==> config.mk <==
export PLATFORM = sky130hd
export DESIGN_NAME = board_top
export DESIGN_NICKNAME = d
export VERILOG_FILES = /design/src/hdl/board_pkg.sv /design/src/hdl/rate_strobe.sv /design/src/hdl/hex_counter_lab.sv /design/src/hdl/digit_scanner.sv /design/src/hdl/seg_digit_cell.sv /design/src/hdl/tm1638_tx.sv /design/src/hdl/board_top.sv
export VERILOG_INCLUDE_DIRS = /design/src /design/src/include
export SDC_FILE = /design/constraint.sdc
export NUM_CORES = 1
export LEC_CHECK = 0
export ABC_AREA = 1
export BUFFER_PORTS_ARGS = -buffer_cell sky130_fd_sc_hd__buf_2
export CAP_MARGIN = 20
export CORE_MARGIN = 10
export CORE_UTILIZATION = 60
export DETAILED_ROUTE_END_ITERATION = 7
export GPL_TIMING_DRIVEN = 0
export PLACE_DENSITY = 0.89
export REMOVE_ABC_BUFFERS = 1
export SETUP_SLACK_MARGIN = 0.3
export SLEW_MARGIN = 10
export SYNTH_ARGS = -nofsm -noshare
export SYNTH_HDL_FRONTEND = slang
export SYNTH_SLANG_ARGS = --single-unit
==> constraint.sdc <==
create_clock -name clk -period 5.65 [get_ports clk]
set_input_delay 0.8475 -clock clk [delete_from_list [all_inputs] [get_ports clk]]
set_output_delay 0.8475 -clock clk [all_outputs]
set_load 0.01 [all_outputs]
==> src/include/board_config.svh <==
`ifndef BOARD_CONFIG_SVH
`define BOARD_CONFIG_SVH

// Board I/O counts
`define w_key 2   // Push buttons, active low on the board
`define w_sw  10  // Slide switches, the top one is reset
`define w_led 10  // Red LEDs
`define w_hex 6   // Static seven-segment displays

`endif

==> src/hdl/board_pkg.sv <==
package board_pkg;

    // --------------------
    // Display geometry

    localparam int n_digit     = 8;                // Scanned digits
    localparam int w_digit_idx = $clog2(n_digit);  // Scanner index width
    localparam int dot_digit   = 4;                // Digit carrying the separator dot

    typedef logic [7:0]           seg_t;        // abcdefgh, a in bit 7
    typedef logic [3:0]           nibble_t;     // One hex digit
    typedef logic [31:0]          count_t;      // Lab counter value
    typedef logic [n_digit - 1:0] digit_sel_t;  // One-hot digit select

    // --------------------
    // Rates, in clocks

    localparam int scan_div   = 8;    // Between scanner steps
    localparam int step_div   = 256;  // Between counter steps
    localparam int tm_bit_div = 2;    // Half period of sio_clk
    localparam int tm_gap     = 16;   // Idle between TM1638 frames

    // --------------------
    // TM1638 command bytes

    localparam seg_t tm_cmd_write = 8'h40;  // Data write, auto-increment
    localparam seg_t tm_cmd_addr  = 8'hC0;  // Start at address 0
    localparam seg_t tm_cmd_ctrl  = 8'h8F;  // Display on, full brightness

    // Scanned display bus
    typedef struct packed
    {
        seg_t       abcdefgh;  // Pattern of the selected digit
        digit_sel_t digit;     // Which digit it belongs to
    } scan_bus_t;

    // TM1638 transmitter states
    typedef enum logic [2:0] {IDLE, CMD, ADDR, DATA, CTRL, GAP} scan_state_t;

endpackage

==> src/hdl/rate_strobe.sv <==
`timescale 1ns/1ps

module rate_strobe
#(
    parameter int div = 8
)
(
    input  logic clk,
    input  logic rst,
    output logic tick
);

    localparam int w_cnt = div > 1 ? $clog2(div) : 1;  // Survives div of 1

    logic [w_cnt - 1:0] cnt;  // Clocks since last tick

    assign tick = (cnt == w_cnt'(div - 1));  // Last clock of the period

    always_ff @(posedge clk or posedge rst)
    begin
        if (rst)
            cnt <= '0;
        else if (tick)
            cnt <= '0;                      // Start next period
        else
            cnt <= cnt + w_cnt'(1);
    end

endmodule

==> src/hdl/hex_counter_lab.sv <==
`timescale 1ns/1ps

`include "board_config.svh"

module hex_counter_lab
(
    input  logic                  clk,
    input  logic                  rst,
    input  logic                  step_tick,  // Counter step enable
    input  logic [`w_key - 1:0]   key,        // Active high here
    input  logic [`w_sw - 2:0]    sw,         // Step increment minus one
    output board_pkg::count_t     count
);

    // --------------------
    // Key roles

    logic clear;  // Key 0
    logic hold;   // Key 1

    assign clear = key[0];
    assign hold  = key[1];

    // --------------------
    // Counter

    board_pkg::count_t step_size;  // Amount added per step

    assign step_size = board_pkg::count_t'(sw) + board_pkg::count_t'(1);

    always_ff @(posedge clk or posedge rst)
    begin
        if (rst)
            count <= '0;
        else if (clear)
            count <= '0;                  // Clear wins over everything
        else if (step_tick && !hold)
            count <= count + step_size;   // Paused while key 1 is down
    end

endmodule

==> src/hdl/digit_scanner.sv <==
`timescale 1ns/1ps

module digit_scanner
(
    input  logic                 clk,
    input  logic                 rst,
    input  logic                 scan_tick,  // Advance to next digit
    input  board_pkg::count_t    count,      // Value to display
    output board_pkg::scan_bus_t scan        // Registered pattern and select
);

    logic [board_pkg::w_digit_idx - 1:0] idx;  // Current digit
    board_pkg::nibble_t                  nib;  // Its hex value
    board_pkg::seg_t                     pat;  // Decoded pattern

    // --------------------
    // Digit index

    always_ff @(posedge clk or posedge rst)
    begin
        if (rst)
            idx <= '0;
        else if (scan_tick)
            idx <= idx + 1'b1;  // Wraps after the last digit
    end

    assign nib = count[idx * 4 +: 4];

    // --------------------
    // Hex to abcdefgh

    always_comb
    begin
        case (nib)
            4'h0: pat = 8'b1111_1100;
            4'h1: pat = 8'b0110_0000;
            4'h2: pat = 8'b1101_1010;
            4'h3: pat = 8'b1111_0010;
            4'h4: pat = 8'b0110_0110;
            4'h5: pat = 8'b1011_0110;
            4'h6: pat = 8'b1011_1110;
            4'h7: pat = 8'b1110_0000;
            4'h8: pat = 8'b1111_1110;
            4'h9: pat = 8'b1111_0110;
            4'hA: pat = 8'b1110_1110;
            4'hB: pat = 8'b0011_1110;  // Lower case b
            4'hC: pat = 8'b1001_1100;
            4'hD: pat = 8'b0111_1010;  // Lower case d
            4'hE: pat = 8'b1001_1110;
            default: pat = 8'b1000_1110;  // F
        endcase
        if (idx == board_pkg::w_digit_idx'(board_pkg::dot_digit))
            pat[0] = 1'b1;  // Separator dot
    end

    always_ff @(posedge clk or posedge rst)
    begin
        if (rst)
            scan <= '0;  // No digit selected
        else
        begin
            scan.abcdefgh <= pat;
            scan.digit    <= board_pkg::digit_sel_t'(1) << idx;
        end
    end

endmodule

==> src/hdl/seg_digit_cell.sv <==
`timescale 1ns/1ps

module seg_digit_cell
(
    input  logic            clk,
    input  logic            rst,
    input  logic            sel,       // This digit is on the bus
    input  board_pkg::seg_t abcdefgh,  // Scanned pattern
    output board_pkg::seg_t hgfedcba   // Held pattern, reversed
);

    board_pkg::seg_t hold;  // Last pattern seen for this digit

    always_ff @(posedge clk or posedge rst)
    begin
        if (rst)
            hold <= '0;  // Blank
        else if (sel)
            hold <= abcdefgh;
    end

    // --------------------
    // Bit reversal, a moves to bit 0

    always_comb
    begin
        for (int i = 0; i < $bits(board_pkg::seg_t); i++)
        begin
            hgfedcba[i] = hold[$bits(board_pkg::seg_t) - 1 - i];
        end
    end

endmodule

==> src/hdl/tm1638_tx.sv <==
`timescale 1ns/1ps

module tm1638_tx
(
    input  logic                          clk,
    input  logic                          rst,
    input  board_pkg::seg_t               digits [board_pkg::n_digit],  // hgfedcba
    input  logic [board_pkg::n_digit - 1:0] leds,
    output logic                          sio_stb,
    output logic                          sio_clk,
    output logic                          sio_data
);

    localparam int w_div = board_pkg::tm_bit_div > 1 ? $clog2(board_pkg::tm_bit_div) : 1;
    localparam int w_gap = $clog2(board_pkg::tm_gap + 1);

    board_pkg::scan_state_t state;     // Current transfer
    board_pkg::scan_state_t nxt;       // Transfer after the strobe pause
    logic [w_div - 1:0]     div_cnt;   // Half period divider
    logic                   half;      // Half period boundary
    logic [3:0]             half_cnt;  // Bit counter, two halves per bit
    logic [3:0]             byte_cnt;  // Data byte 0..15
    logic [3:0]             nxt_idx;   // Following data byte
    logic [w_gap - 1:0]     gap_cnt;   // Frame gap clocks
    board_pkg::seg_t        shift;     // Outgoing byte, LSB first
    board_pkg::seg_t        nxt_byte;  // Byte after the current data byte
    board_pkg::seg_t        cmd_byte;  // Byte opening the next transfer

    assign half = (div_cnt == w_div'(board_pkg::tm_bit_div - 1));

    // Digit and LED bytes alternate
    assign nxt_idx  = byte_cnt + 4'd1;
    assign nxt_byte = nxt_idx[0] ? {7'b0, leds[nxt_idx[3:1]]} : digits[nxt_idx[3:1]];

    always_comb
    begin
        case (nxt)
            board_pkg::CMD:  cmd_byte = board_pkg::tm_cmd_write;
            board_pkg::ADDR: cmd_byte = board_pkg::tm_cmd_addr;
            default:         cmd_byte = board_pkg::tm_cmd_ctrl;
        endcase
    end

    always_ff @(posedge clk)
    begin
        if (state == board_pkg::IDLE && half && half_cnt[0])
            shift <= cmd_byte;                         // Transfer opens
        else if (state inside {board_pkg::CMD, board_pkg::ADDR, board_pkg::DATA,
                               board_pkg::CTRL} && half && half_cnt[0])
        begin
            if (half_cnt == 4'd15 && state == board_pkg::ADDR)
                shift <= digits[0];                    // First data byte
            else if (half_cnt == 4'd15 && state == board_pkg::DATA)
                shift <= nxt_byte;
            else
                shift <= shift >> 1;
        end
    end

    // --------------------
    // Control FSM

    always_ff @(posedge clk or posedge rst)
    begin
        if (rst)
        begin
            state    <= board_pkg::IDLE;
            nxt      <= board_pkg::CMD;
            div_cnt  <= '0;
            half_cnt <= '0;
            byte_cnt <= '0;
            gap_cnt  <= '0;
            sio_stb  <= 1'b1;
            sio_clk  <= 1'b1;
            sio_data <= 1'b1;
        end
        else
        begin
            div_cnt <= half ? '0 : div_cnt + w_div'(1);
            case (state)
                board_pkg::IDLE:
                    if (half)
                    begin
                        if (!half_cnt[0])
                        begin
                            sio_stb  <= 1'b1;  // Close previous transfer
                            half_cnt <= 4'd1;
                        end
                        else if (nxt == board_pkg::GAP)
                        begin
                            state   <= board_pkg::GAP;
                            gap_cnt <= '0;
                        end
                        else
                        begin
                            sio_stb  <= 1'b0;  // Open next transfer
                            state    <= nxt;
                            half_cnt <= '0;
                        end
                    end
                board_pkg::GAP:
                    if (gap_cnt == w_gap'(board_pkg::tm_gap - 1))
                    begin
                        state    <= board_pkg::IDLE;
                        nxt      <= board_pkg::CMD;
                        half_cnt <= 4'd1;  // Strobe already high
                    end
                    else
                        gap_cnt <= gap_cnt + w_gap'(1);
                default:
                    if (half)
                    begin
                        half_cnt <= half_cnt + 4'd1;
                        if (!half_cnt[0])
                        begin
                            sio_clk  <= 1'b0;
                            sio_data <= shift[0];  // Set up while clock is low
                        end
                        else
                        begin
                            sio_clk <= 1'b1;       // Receiver samples here
                            if (half_cnt == 4'd15)
                            begin
                                case (state)
                                    board_pkg::CMD:
                                    begin
                                        state <= board_pkg::IDLE;
                                        nxt   <= board_pkg::ADDR;
                                    end
                                    board_pkg::ADDR:
                                    begin
                                        state    <= board_pkg::DATA;
                                        byte_cnt <= '0;
                                    end
                                    board_pkg::DATA:
                                        if (byte_cnt == 4'd15)
                                        begin
                                            state <= board_pkg::IDLE;
                                            nxt   <= board_pkg::CTRL;
                                        end
                                        else
                                            byte_cnt <= nxt_idx;
                                    default:
                                    begin
                                        state <= board_pkg::IDLE;  // After CTRL
                                        nxt   <= board_pkg::GAP;
                                    end
                                endcase
                            end
                        end
                    end
            endcase
        end
    end

endmodule

==> src/hdl/board_top.sv <==
`timescale 1ns/1ps

`include "board_config.svh"

module board_top
(
    input  logic                 clk,
    input  logic [`w_key - 1:0]  key,   // Active low
    input  logic [`w_sw - 1:0]   sw,    // Top switch is reset
    output logic [`w_led - 1:0]  led,
    output logic [7:0]           hex0,  // Active low, hgfedcba
    output logic [7:0]           hex1,
    output logic [7:0]           hex2,
    output logic [7:0]           hex3,
    output logic [7:0]           hex4,
    output logic [7:0]           hex5,
    output logic                 sio_stb,
    output logic                 sio_clk,
    output logic                 sio_data
);

    // --------------------
    // Board inputs

    logic                        rst;
    logic [`w_key - 1:0]         key_on;     // Pressed is one
    logic                        scan_tick;
    logic                        step_tick;
    board_pkg::count_t           count;
    board_pkg::scan_bus_t        scan;
    board_pkg::seg_t             held [board_pkg::n_digit];  // Per-digit hold, hgfedcba
    logic [7:0]                  hex_n [`w_hex];

    assign rst    = sw[`w_sw - 1];
    assign key_on = ~key;

    rate_strobe #(.div(board_pkg::scan_div)) i_scan_strobe
    (
        .clk  (clk),
        .rst  (rst),
        .tick (scan_tick)
    );

    rate_strobe #(.div(board_pkg::step_div)) i_step_strobe
    (
        .clk  (clk),
        .rst  (rst),
        .tick (step_tick)
    );

    hex_counter_lab i_hex_counter_lab
    (
        .clk       (clk),
        .rst       (rst),
        .step_tick (step_tick),
        .key       (key_on),
        .sw        (sw[`w_sw - 2:0]),
        .count     (count)
    );

    digit_scanner i_digit_scanner
    (
        .clk       (clk),
        .rst       (rst),
        .scan_tick (scan_tick),
        .count     (count),
        .scan      (scan)
    );

    // --------------------
    // Static digit cells

    for (genvar i = 0; i < board_pkg::n_digit; i++)
    begin : g_cell
        seg_digit_cell i_cell
        (
            .clk      (clk),
            .rst      (rst),
            .sel      (scan.digit[i]),
            .abcdefgh (scan.abcdefgh),
            .hgfedcba (held[i])
        );
    end

    for (genvar i = 0; i < `w_hex; i++)
    begin : g_hex
        assign hex_n[i] = ~held[i];  // Segments light on zero
    end

    assign hex0 = hex_n[0];
    assign hex1 = hex_n[1];
    assign hex2 = hex_n[2];
    assign hex3 = hex_n[3];
    assign hex4 = hex_n[4];
    assign hex5 = hex_n[5];

    assign led = count[`w_led - 1:0];

    tm1638_tx i_tm1638_tx
    (
        .clk      (clk),
        .rst      (rst),
        .digits   (held),
        .leds     (count[board_pkg::n_digit - 1:0]),  // Same low bits as the board LEDs
        .sio_stb  (sio_stb),
        .sio_clk  (sio_clk),
        .sio_data (sio_data)
    );

endmodule

==> Yosys cells after proc, flatten, opt, wreduce, memory -nomap -nowiden <==
Memory sizes are Yosys's and may differ from the RTL's. A register that Yosys moved wholly into a read port is not among the register bits.
Index checks and enable logic that the tools add are counted.
{ "op_classes": {"n_addsub": 9, "magnitude_cmp": 2, "eq_ne": 25, "shifts": 2, "muxes": 50, "bitwise_logic": 11, "n_reduce_logical": 28} }
{ "op_table": {"columns": ["cell", "count"], "rows": [
  ["32-bit 2-to-1 mux", 2],
  ["8-bit 2-to-1 mux", 8],
  ["8-bit inverter", 6],
  ["3-bit 2-to-1 mux", 14],
  ["32-bit adder", 1],
  ["32-bit by 6-bit indexed part select with 4-bit output", 1],
  ["8-bit binary-select mux with 3-bit select", 1],
  ["4-bit 2-to-1 mux", 6],
  ["5-bit 2-to-1 mux", 4],
  ["3-bit case mux with 2 select lines", 3],
  ["4-bit case mux with 2 select lines", 2],
  ["8-bit case mux with 2 select lines", 1],
  ["3-bit == test (second input constant)", 5],
  ["7-bit AND reduction", 2],
  ["2-bit nonzero test", 7],
  ["9-bit by 1-bit adder with 10-bit output (second input constant)", 1],
  ["2-bit inequality test (second input constant)", 5],
  ["5-bit case mux with 2 select lines", 1],
  ["3-bit by 2-bit == test with 1-bit output (second input constant)", 3],
  ["3-bit case mux with 3 select lines", 1],
  ["3-bit AND reduction", 3],
  ["4-bit by 1-bit adder with 4-bit output (second input constant)", 2],
  ["8-bit by 1-bit adder with 8-bit output (second input constant)", 1],
  ["4-bit == test (second input constant)", 2],
  ["other kinds (27)", 45]
]} }
{ "totals": {"regBits": 157, "rom_bits": 112, "in_bits": 13, "out_inout_bits": 61, "memories": 1} }
{ "memory_table": {"columns": ["name", "depth", "word_bits", "read_ports", "rd_clocked_by_memory_dff", "wr", "line_no", "text"], "rows": [
  ["(no name shown)", 16, 7, 1, 1, 0, "digit_scanner.sv:34", "case (nib)"]
]} }

==> Depth between registers and ports, before layout <==
{ "logic_depth": {"word_depth": 10, "ltp_mapped": 18, "mapped_depth_nobuf": 18} }

==> Modules after synthesis <==
A second synthesis with hierarchy kept.
{ "unflattened": {"cells_unflattened": 1293, "area_unflattened_um2": 9459.1} }
{ "by_module_without_submodules": {"columns": ["mod", "instances", "cells_each", "area_per_inst_um2", "seq_area_each_um2"], "rows": [
  ["tm1638_tx", 1, 359, 2565.0, 820.8],
  ["seg_digit_cell", 8, 35, 309.0, 200.2],
  ["hex_counter_lab", 1, 369, 2417.3, 800.8],
  ["digit_scanner", 1, 184, 1320.0, 450.4],
  ["rate_strobe (i_step_strobe)", 1, 44, 389.1, 200.2],
  ["board_top", 1, 50, 187.7, 0.0],
  ["rate_strobe (i_scan_strobe)", 1, 7, 107.6, 75.1]
]} }

==> Least setup slack after synthesis <==
Ideal clock, no wire load.
{ "synth_path": {"path_type": "input to register", "startpoint": "input port sw[0]", "endpoint": "register i_hex_counter_lab.count[25]", "setup_time_ps": 119, "arrival_time_ps": 2615, "setup_slack_ps": 2916, "path_stages": 17, "path_cell_list": "ha_1 -> nand2_1 -> inv_1 -> nand4_1 -> nand3b_1 -> xor2_1 -> inv_1 -> ha_1 -> nand2_1 -> nor2_1 -> nand3_1 -> nand3_1 -> nand2_1 -> nand2_1 -> nand3_1 -> nand2_1 -> nor2_1"} }
{ "synth_between": {"elab_chain_cells": 4} }
{ "synth_rtl": {"columns": ["element", "line_no", "text"], "rows": [
  ["start, declared", "board_top.sv:9", "input logic [`w_sw - 1:0] sw,"],
  ["9-bit by 1-bit adder with 10-bit output", "hex_counter_lab.sv:29", "assign step_size = board_pkg::count_t'(sw) + board_pkg::count_t'(1);"],
  ["32-bit adder", "hex_counter_lab.sv:38", "count <= count + step_size;"],
  ["32-bit 2-to-1 mux", "hex_counter_lab.sv:37", "else if (step_tick && !hold)"],
  ["32-bit 2-to-1 mux", "hex_counter_lab.sv:35", "else if (clear)"],
  ["end signal, assigned", "hex_counter_lab.sv:38", null],
  ["end, declared", "hex_counter_lab.sv:12", "output board_pkg::count_t count"]
]} }
Every way passes these cells. The select of a mux whose other input is x is not followed.
A chain may end at the register's enable or synchronous reset.

==> Worst setup path in the final report <==
Ends and elaborated chain as after synthesis.

==> summary.txt <==
Detailed routing
  • DR iter-0 viols: 777
  • DRC Markers: 0
  • Average wire per standard cell: 15.62 µm
  • Vias/cell: 5.689
  • Antenna Nets Post-Route: 0
  • Drt total wl: 22240 µm
  • Vias: 8101
  • Initial DRT Pass Iterations: 8

Synth
  • Syn avg cell area: 7.628 µm²
  • Asr flop ratio synth: 94.87%
  • Commonest cells in the netlist: 316 x nand2_1, 156 x inv_1, 144 x dfrtp_1
  • Post-synthesis instance total: 1184
  • Top cells by area, synth: dfrtp_1 40%, nand2_1 13%, inv_1 6.5%
  • Top FF cell, synth: dfrtp_1
  • Synth cell types: 55
  • Synthesized cell area: 9031 µm²
  • Share of the synthesized area in the top cell type: 39.90%
  • Synth Register Bits: 156
  • Leading area contributor after synthesis: dfrtp_1
  • Ys Warns: 0
  • Seq/Total Area, Yosys: 43.72%
  • Count leader, synth: nand2_1
  • Number of enable flip-flop cells after synthesis: 8

STA
  • TNS Setup: 0 ns
  • Tmin final: 2.798 ns
  • Clock skew: 0.01680 ns
  • Highest Clock Rate: 357.4 MHz
  • Final cycle utilization of the critical path: 49.53%
  • RSZ-0062 raised after global routing: no
  • Setup Viol. Count Final: 0
  • Rel. slew slack: 47.46%
  • Count of final hold-check violations: 0
  • Worst-margin pin slew: 0.7880 ns
  • Max-slew violation count: 0

CTS
  • Hold-fix buffers, CTS: 0
  • # clock sinks: 156
  • Clk Latency, worst-skew pair: 0.44 ns
  • CTS H-tree depth: 4
  • CTS tree: done
  • TritonCTS Buffers: 17
  • Setup Buffers After CTS: 0
  • Clk buf depth: 2
  • CTS clk-pin slew, worst paths: 0.06 ns
  • Post-cts resize count: 0
  • Root buf cell: clkbuf_16

Setup path
  • Worst path cell trace: buf_2, ha_1, nand2_1, inv_1, nand4_1, nand3b_1, xor2_1, inv_1, ha_1, nand2_1, nor2_1, nand3_1, nand3_1, nand2_1, nand2_1, nand3_1, nand2_1, nor2_1
  • Crit path DAT: 3.12 ns
  • CP endpoint kind: flop
  • Max Fanout on Critical Path: 4
  • Most used cell, CP: nand2_1
  • Startpoint Class: input pin
  • Max incr delay on CP: 0.35 ns
  • Buf+Inv Stages, Crit Path: 3
  • CP top delay family: simple AND/OR/NAND/NOR gates
  • Critical Path Slowest Stage Cell: ha_1
  • Crit Path Class: in2reg
  • Critical Path RT: 5.97 ns

Floorplan
  • Die width: 142.7 µm
  • Core Rows: 44
  • Die Y: 142.7 µm
  • Io pins: 74
  • CORE AREA: 14640 µm²
  • Initial Utilization: 61.67%
  • Die area: 20360 µm²

Placement
  • Routability cong.: 0.9503
  • Cells after DPL: 1392
  • PortBufs: 73
  • Final HPWL DP: 15500 µm

Power
  • Leak pwr: 4.937 nW
  • Max VDD drop: 0.2328 mV
  • Power per cell area: 226.3 nW/µm²

Layout
  • Nets: 1275
  • Fill cells: 1126
  • Register area: 3949 µm²
  • Share of cells above drive strength 1: 12.66%
  • Antenna Cells: 0
  • Area Overhead vs Synth: 10.65%
  • Fin util: 68.24%
  • Multi-input gate area: 4207 µm²
  • Fin cells: 1424

Hold path
  • Worst hold path type: in2async

Flow run
  • Max_cap viols: 0

Global routing
  • Initial antenna violation count: 0
  • Gr usage total: 22.28%
  • Remaining global-route overflow: 0
  • Vias in the first global route: 7874
  • Largest net degree at the start of global routing: 112
  • First-pass GRT wire length: 37220 µm

Outcome
  • Status: finished clean
[where the power goes]
group	internal (W)	switching, W
clock	0.000572	0.000498
combinational	0.0000178	0.0000484
sequential	0.00112	0.000000292
[placed cells by master, fill, tap and decap left out, drive strengths merged, types with 2 or more instances in the layout]
master / instances
nand2: 325
inv: 170
dfrtp: 144
o21ai: 131
nor2: 96
buf: 76
nand3: 75
a21oi: 41
ha: 34
o211ai: 24
clkbuf: 19
nand4: 16
xnor2: 11
xor2: 10
nor3: 9
edfxtp: 8
mux2: 8
clkinv: 6
o22ai: 5
dfstp: 4
nand3b: 3
a31oi: 3
clkinvlp: 3
o21a: 2
o31ai: 2
a21boi: 2
[state kept, by name, summed over array words and instances (netlist names)]
name	flops
i_tm1638_tx.half_cnt	4
i_tm1638_tx.nxt	3
i_tm1638_tx.byte_cnt	4
i_digit_scanner.idx	3
i_tm1638_tx.shift	8
i_tm1638_tx.sio_data	1
i_scan_strobe.cnt	3
i_tm1638_tx.div_cnt	1
i_tm1638_tx.sio_clk	1
i_tm1638_tx.sio_stb	1
i_tm1638_tx.gap_cnt	5
i_hex_counter_lab.count	32
i_digit_scanner.scan	15
g_cell.i_cell.hold	64
i_step_strobe.cnt	8
i_tm1638_tx.state	3
[per-layer routing]
metal | global-route usage (%) | part of all wire [%]
met1 | 26.71 | 40
met4 | 10.15 | 3.0
met5 | 0 | 0
met2 | 37.60 | 49
met3 | 4.975 | 7.3
[metrics by stage]
stage / cell area (µm²) / worst slack, ns / power [W] / hold slack (ns)
floorplan: 8770 / 0.8294 / 0.001187 / 0.4031
global placement: 9365 / -0.8262 / 0.001208 / 0.4172
detailed placement: 9453 / 2.456 / 0.001212 / 0.4198
CTS: 9993 / 2.884 / 0.002266 / 0.3915
global route: 9993 / 2.627 / 0.002325 / 0.4013
finish: 9993 / 2.852 / 0.002261 / 0.3915
[worst register-to-register path, delay by kind of cell (launching register included)]
family                     cells  cell delay [ns]
DFF                            1             0.85
AOI/OAI and AO/OA              3             0.43
buffers and inverters          4             0.45
adders and majority gates      1             0.29
and+or+nand+nor                5             0.37
[path summary, 6_finish.rpt]
| kind | slack [ns] | cells after the start | from | endpoint |
|---|---|---|---|---|
| worst min-delay path | 0.39 | 2 | sw[9] | i_tm1638_tx.gap_cnt[4] |
| worst max register to register | 3.15 | 13 | i_digit_scanner.idx[0] | i_digit_scanner.scan[12] |
| worst min register to register | 0.43 | 1 | i_scan_strobe.cnt[0] | i_scan_strobe.cnt[0] |
| max in group asynchronous | 4.44 | 3 | sw[9] | i_digit_scanner.scan[3] |
| min in group clk | 0.43 | 1 | i_scan_strobe.cnt[0] | i_scan_strobe.cnt[0] |
| worst max-delay path | 2.85 | 18 | sw[0] | i_hex_counter_lab.count[25] |
[cells by family (layout without fill, tap and decap cells)]
kind of cell	Yosys count	after routing	share of synthesized area, %
AO/OA/AOI/OAI	217	217	13.45
XOR/XNOR	21	21	2.037
adder cells (fa/ha/maj)	35	35	4.932
buffers and inverters	218	274	9.809
flip-flops	156	156	43.72
multiplexers	8	8	0.9975
AND/OR/NAND/NOR	529	529	25.05
[final cells by class]
class / instances / area share [%]
Clock inverter: 13 / 1.077
Clock buffer: 19 / 4.332
Multi-Input combinational cell: 810 / 42.09
Sequential cell: 156 / 39.51
Timing Repair Buffer: 76 / 4.357
Inverter: 166 / 6.323
Tap cell: 184 / 2.304
Note: power is estimated with default switching activity, not from simulation.
